--- config.mk ---
export PLATFORM = sky130hd
export DESIGN_NAME = databusArbiter
export DESIGN_NICKNAME = d
export VERILOG_FILES = /design/src/design/vreadPkg.sv /design/src/design/databusArbiter.sv
export VERILOG_INCLUDE_DIRS = /design/src /design/src/design
export SDC_FILE = /design/constraint.sdc
export NUM_CORES = 1
export LEC_CHECK = 0
export ABC_AREA = 1
export BUFFER_PORTS_ARGS = -buffer_cell sky130_fd_sc_hd__buf_2
export CORE_MARGIN = 4
export CORE_UTILIZATION = 28
export CTS_BUF_LIST = sky130_fd_sc_hd__clkbuf_16
export CTS_CLUSTER_DIAMETER = 200
export CTS_CLUSTER_SIZE = 12
export DETAILED_ROUTE_END_ITERATION = 8
export PLACE_DENSITY = 0.8
export SYNTH_ARGS = -nofsm -noshare
export SYNTH_HDL_FRONTEND = slang
export SYNTH_SLANG_ARGS = --single-unit
--- constraint.sdc ---
create_clock -name clk -period 1.7 [get_ports clk]
set_input_delay 0.34 -clock clk [delete_from_list [all_inputs] [get_ports clk]]
set_output_delay 0.34 -clock clk [all_outputs]
set_load 0.01 [all_outputs]
--- src/design/vread_macros.svh ---
`ifndef VREAD_MACROS_SVH
`define VREAD_MACROS_SVH

// data word on the bus and in the buffers
`define DATA_W 32

// buffer address, top bit picks the ping-pong half
`define MEM_ADDR_W 8

// external word address
`define IO_ADDR_W 16

// burst length, beats minus one
`define LEN_W 8

// period counter
`define PERIOD_W 6

`endif
--- src/design/vreadPkg.sv ---
`include "vread_macros.svh"

package vreadPkg;

   // request toward the external bus
   typedef struct packed {
      logic                  valid;
      logic [`IO_ADDR_W-1:0] addr;
      logic [`LEN_W-1:0]     len;
   } busReq_t;

   // answer from the external bus, one beat per ready
   typedef struct packed {
      logic               ready;
      logic [`DATA_W-1:0] rdata;
      logic               last;
   } busRsp_t;

   typedef struct packed {
      logic [`MEM_ADDR_W-1:0] start;
      logic [`MEM_ADDR_W-1:0] iterations;
      logic [`PERIOD_W-1:0]   period;
      logic [`MEM_ADDR_W-1:0] shift;
      logic [`MEM_ADDR_W-1:0] incr;
   } addrGenCfg_t;

   // genA.start is derived inside the unit
   typedef struct packed {
      logic [`IO_ADDR_W-1:0] extAddr;
      logic [`LEN_W-1:0]     length;
      logic                  pingPong;
      logic                  reverse;
      addrGenCfg_t           genA;
      addrGenCfg_t           genB;
   } readCfg_t;

   typedef struct packed {
      logic                   en;
      logic [`MEM_ADDR_W-1:0] addr;
      logic [`DATA_W-1:0]     data;
   } memWrite_t;

endpackage

--- src/design/databusArbiter.sv ---
`timescale 1ns/1ps

module databusArbiter
(
   input  logic                    clk,
   input  logic                    rst,
   input  vreadPkg::busReq_t [1:0] unitReq,
   output vreadPkg::busRsp_t [1:0] unitRsp,
   output vreadPkg::busReq_t       extReq,
   input  vreadPkg::busRsp_t       extRsp
);

   logic locked;
   logic grantReg;
   logic lastServed;
   logic pick;
   logic sel;
   logic lastTaken;

   // the unit not served most recently goes first
   always_comb
   begin
      pick = !lastServed;
      if (!unitReq[!lastServed].valid && unitReq[lastServed].valid)
         pick = lastServed;
   end

   assign sel       = locked ? grantReg : pick;
   assign extReq    = unitReq[sel];
   assign lastTaken = extReq.valid & extRsp.ready & extRsp.last;

   // other unit sees no ready and no last
   always_comb
   begin
      for (int i = 0; i < 2; i++)
      begin
         unitRsp[i]       = extRsp;
         unitRsp[i].ready = extRsp.ready && (sel == 1'(i));
         unitRsp[i].last  = extRsp.last && (sel == 1'(i));
      end
   end

   always_ff @(posedge clk or posedge rst)
   begin
      if (rst)
      begin
         locked     <= 1'b0;
         grantReg   <= 1'b0;
         lastServed <= 1'b1;
      end
      else
      begin
         // lock from first valid so addr and len hold for the burst
         if (!locked && extReq.valid)
         begin
            locked   <= 1'b1;
            grantReg <= sel;
         end
         if (lastTaken)
         begin
            locked     <= 1'b0;
            lastServed <= sel;
         end
      end
   end

endmodule

==> results.yml <==
sta:
  worst_clock_skew_ps: 0.1810
  final_hold_viol_count: 0
  worst_slew_pin_slew_ps: 245.8
  finalSetupViolCount: 29
  finalCriticalPeriod_ps: 1859
  fin_crit_sh_pct: 109.4
  setup_ws_ps: -159.0
  max_freq_mhz: 537.9
  maxSlewViolCount: 0
  rsz0062_at_grt: "true"
  slew_headroom_pct: 83.57
worst_setup_path:
  critPathCaptureType: "output port"
  cp.arrival_ps: 1520
  critPathMaxFanout: 14
  slowest_stage: "dfstp_2"
  cp.required_ps: 1360
  critPathLaunchType: "flip-flop"
  max_stage_delay_ps: 550
  reg2reg_depth: 9
  crit_buf_inv: 3
  crit_family: "flip-flops"
  path_cells: "nor2_2 -> nor2_2 -> nand2_2 -> nand2_8 -> buf_12 -> inv_12 -> nand2_1 -> nand2_1 -> buf_2"
  worst-path-stages: 9
  crit_type: "reg -> out"
  rrSetupSlack_ps: 260
yosys:
  synth_top_family_by_area: "buffers and inverters"
  yosys.area_share.simple_pct: 38.52
  synth.distinct_cells: 14
  synthMuxAreaShare_pct: 0
  synth_nets: 267
  netlist_instances: 181
  netlist_area_um2: 1046
  synth_fa_ha_area_share_pct: 0
  yosysSeqAreaShare_pct: 7.297
  ys_ff_latch: 3
  synth.avg_cell_area_um2: 5.779
  yosysTopAreaCellShare_pct: 47.37
  synth_xor_area_share_pct: 0
  yosys.area.top_type: "buf_4"
  ys_warn_count: 0
  synth_compound_area_share_pct: 0
  synth_area_leaders: "buf_4, nand2_1, dfrtp_1, inv_1, buf_6"
floorplan:
  die_y_um: 69.12
  io_pins: 179
  std_cell_rows: 21
  core_um2: 3468
  fp.dieW_um: 69.12
  dieArea_um2: 4778
  start_util_pct: 30.16
placement:
  gp_congestion: 0.8233
  io_buffers: 82
  placed_cells: 244
  dp_hpwl_um: 2244
route:
  wirelength_um: 2866
  vias_per_cell: 4.177
  ant_nets: 0
  drt_iter0_drc: 10
  wl_per_cell_um: 11.28
  first_pass_iters: 4
  num_vias: 1061
  drc: 0
clocking:
  h-tree-depth: 1
  clk_latency_ps: 220
  cts_buffers: 3
  cts_tree: "yes"
  cts-root-buf: "clkbuf_16"
  cts.sinks: 3
  cts.clk_slew.worst_paths_ps: 30
  clockBufferDepth: 2
final_layout:
  fin_nets: 295
  antennaDiodeCount: 0
  syn2layout_area_growth_pct: 25.36
  stdcell_count: 254
  drive_above_1_share_pct: 58.65
run:
  maxCapViolCount: 0
grt:
  grt_pass1_vias: 1001
  grt_overflow: 0
  grt_max_degree: 16
  grt_pass1_wl_um: 4533
  antenna_found_initial: 0
  grt.total_usage_pct: 11.11
status:
  violations: "negative setup slack"
  status: "finished with violations"
power:
  power_mw: 2.550
  powerDensity_nw_per_um2: 1945
  ir_drop_v: 0.0006376
  p_leak_nw: 0.8351
hold_path:
  hp-class: "reg -> reg"
  holdPathStages: 2
## cells in the mapped netlist (all sizes together)
master  count
buf        69
dfrtp       2
dfstp       1
inv        10
nand2      86
nand3       5
nand4       2
nor2        6
## stage by stage
step	setup TNS (ps)	cell area [um2]	utilization [%]	hold WS (ps)	setup slack (ps)
2_1_floorplan	0	1046	-	92.92	182.6
3_3_place_gp	-253.5	1015	29.26	212.7	-38.25
3_5_place_dp	-1613	1015	29.26	216.9	-96.49
4_1_cts	-3933	1214	34.99	470.2	-157.5
5_1_grt	-5992	1311	37.81	479.7	-239.2
6_report	-3954	1311	37.81	461.5	-159.0
## sequential cells by signal, summed over array words and instances (netlist names)
signal      flops
grantReg        1
lastServed      1
locked          1
## layout make-up
type,count,area (um2)
fillers,381,2157
repair buffers,91,544.3
multi-input cells,99,484.2
flip-flops and latches,3,76.32
clock buffers,3,75.07
well taps,46,57.56
inverters,10,50.05
repair inverters,1,20.02
clock inverters,1,3.754
## path summary, 6_finish.rpt
| path | from | endpoint |
|---|---|---|
| min in group asynchronous | rst | locked |
| worst max-delay path | lastServed | extReq[7] |
| worst min-delay path | grantReg | grantReg |
| max in group asynchronous | rst | lastServed |
| worst min register to register | grantReg | grantReg |
| worst max register to register | lastServed | grantReg |
## logic make-up after synthesis
logic type	after synthesis
buffers and inverters	79
flip-flops	3
AND/OR/NAND/NOR	99
## cell usage in the layout (no fill, tap or decap), types with 2 or more instances in the layout
cell | Yosys | final
buf_6 | 3 | 3
nor2_2 | 1 | 3
nand4_1 | 2 | 2
buf_4 | 66 | 4
nand2_1 | 83 | 66
buf_2 | 0 | 79
inv_1 | 9 | 10
nand2_2 | 2 | 17
dfrtp_1 | 2 | 2
clkbuf_16 | 0 | 3
nand2_4 | 1 | 2
nand3_1 | 4 | 4
nor2_4 | 0 | 2
buf_12 | 0 | 3
## tightest hold or removal path, cell delays in order (launching register included)
cell and delay (ps):
dfrtp_1 330, nand2_1 50, nand2_1 50
## repair_timing
| item | 4_1_cts | 5_1_grt |
|---|---|---|
| hold endpoints to repair | 2 | 0 |
| hold buffers | 1 | 0 |
| gates cloned | 1 | 0 |
| setup buffers | 3 | 1 |
| setup endpoints to repair | 29 | 29 |
| resized for setup | 14 | 28 |
## power breakdown
part           switching [mW]  internal [mW]  total [mW]
Clock                  0.0649          0.303       0.368
Sequential             0.0273          0.114       0.142
Combinational            1.14          0.900        2.04
Total                    1.23           1.32        2.55
## routing by layer
metal / vias up / global-route usage (%) / share of wire, %
met5: - / 0 / 0
met4: 0 / 6.941 / 4.2
met3: 24 / 3.924 / 14
met2: 66 / 19.28 / 49
met1: 441 / 11.25 / 33
li1: 530 / - / -
Note: power is estimated with default switching activity, not from simulation.
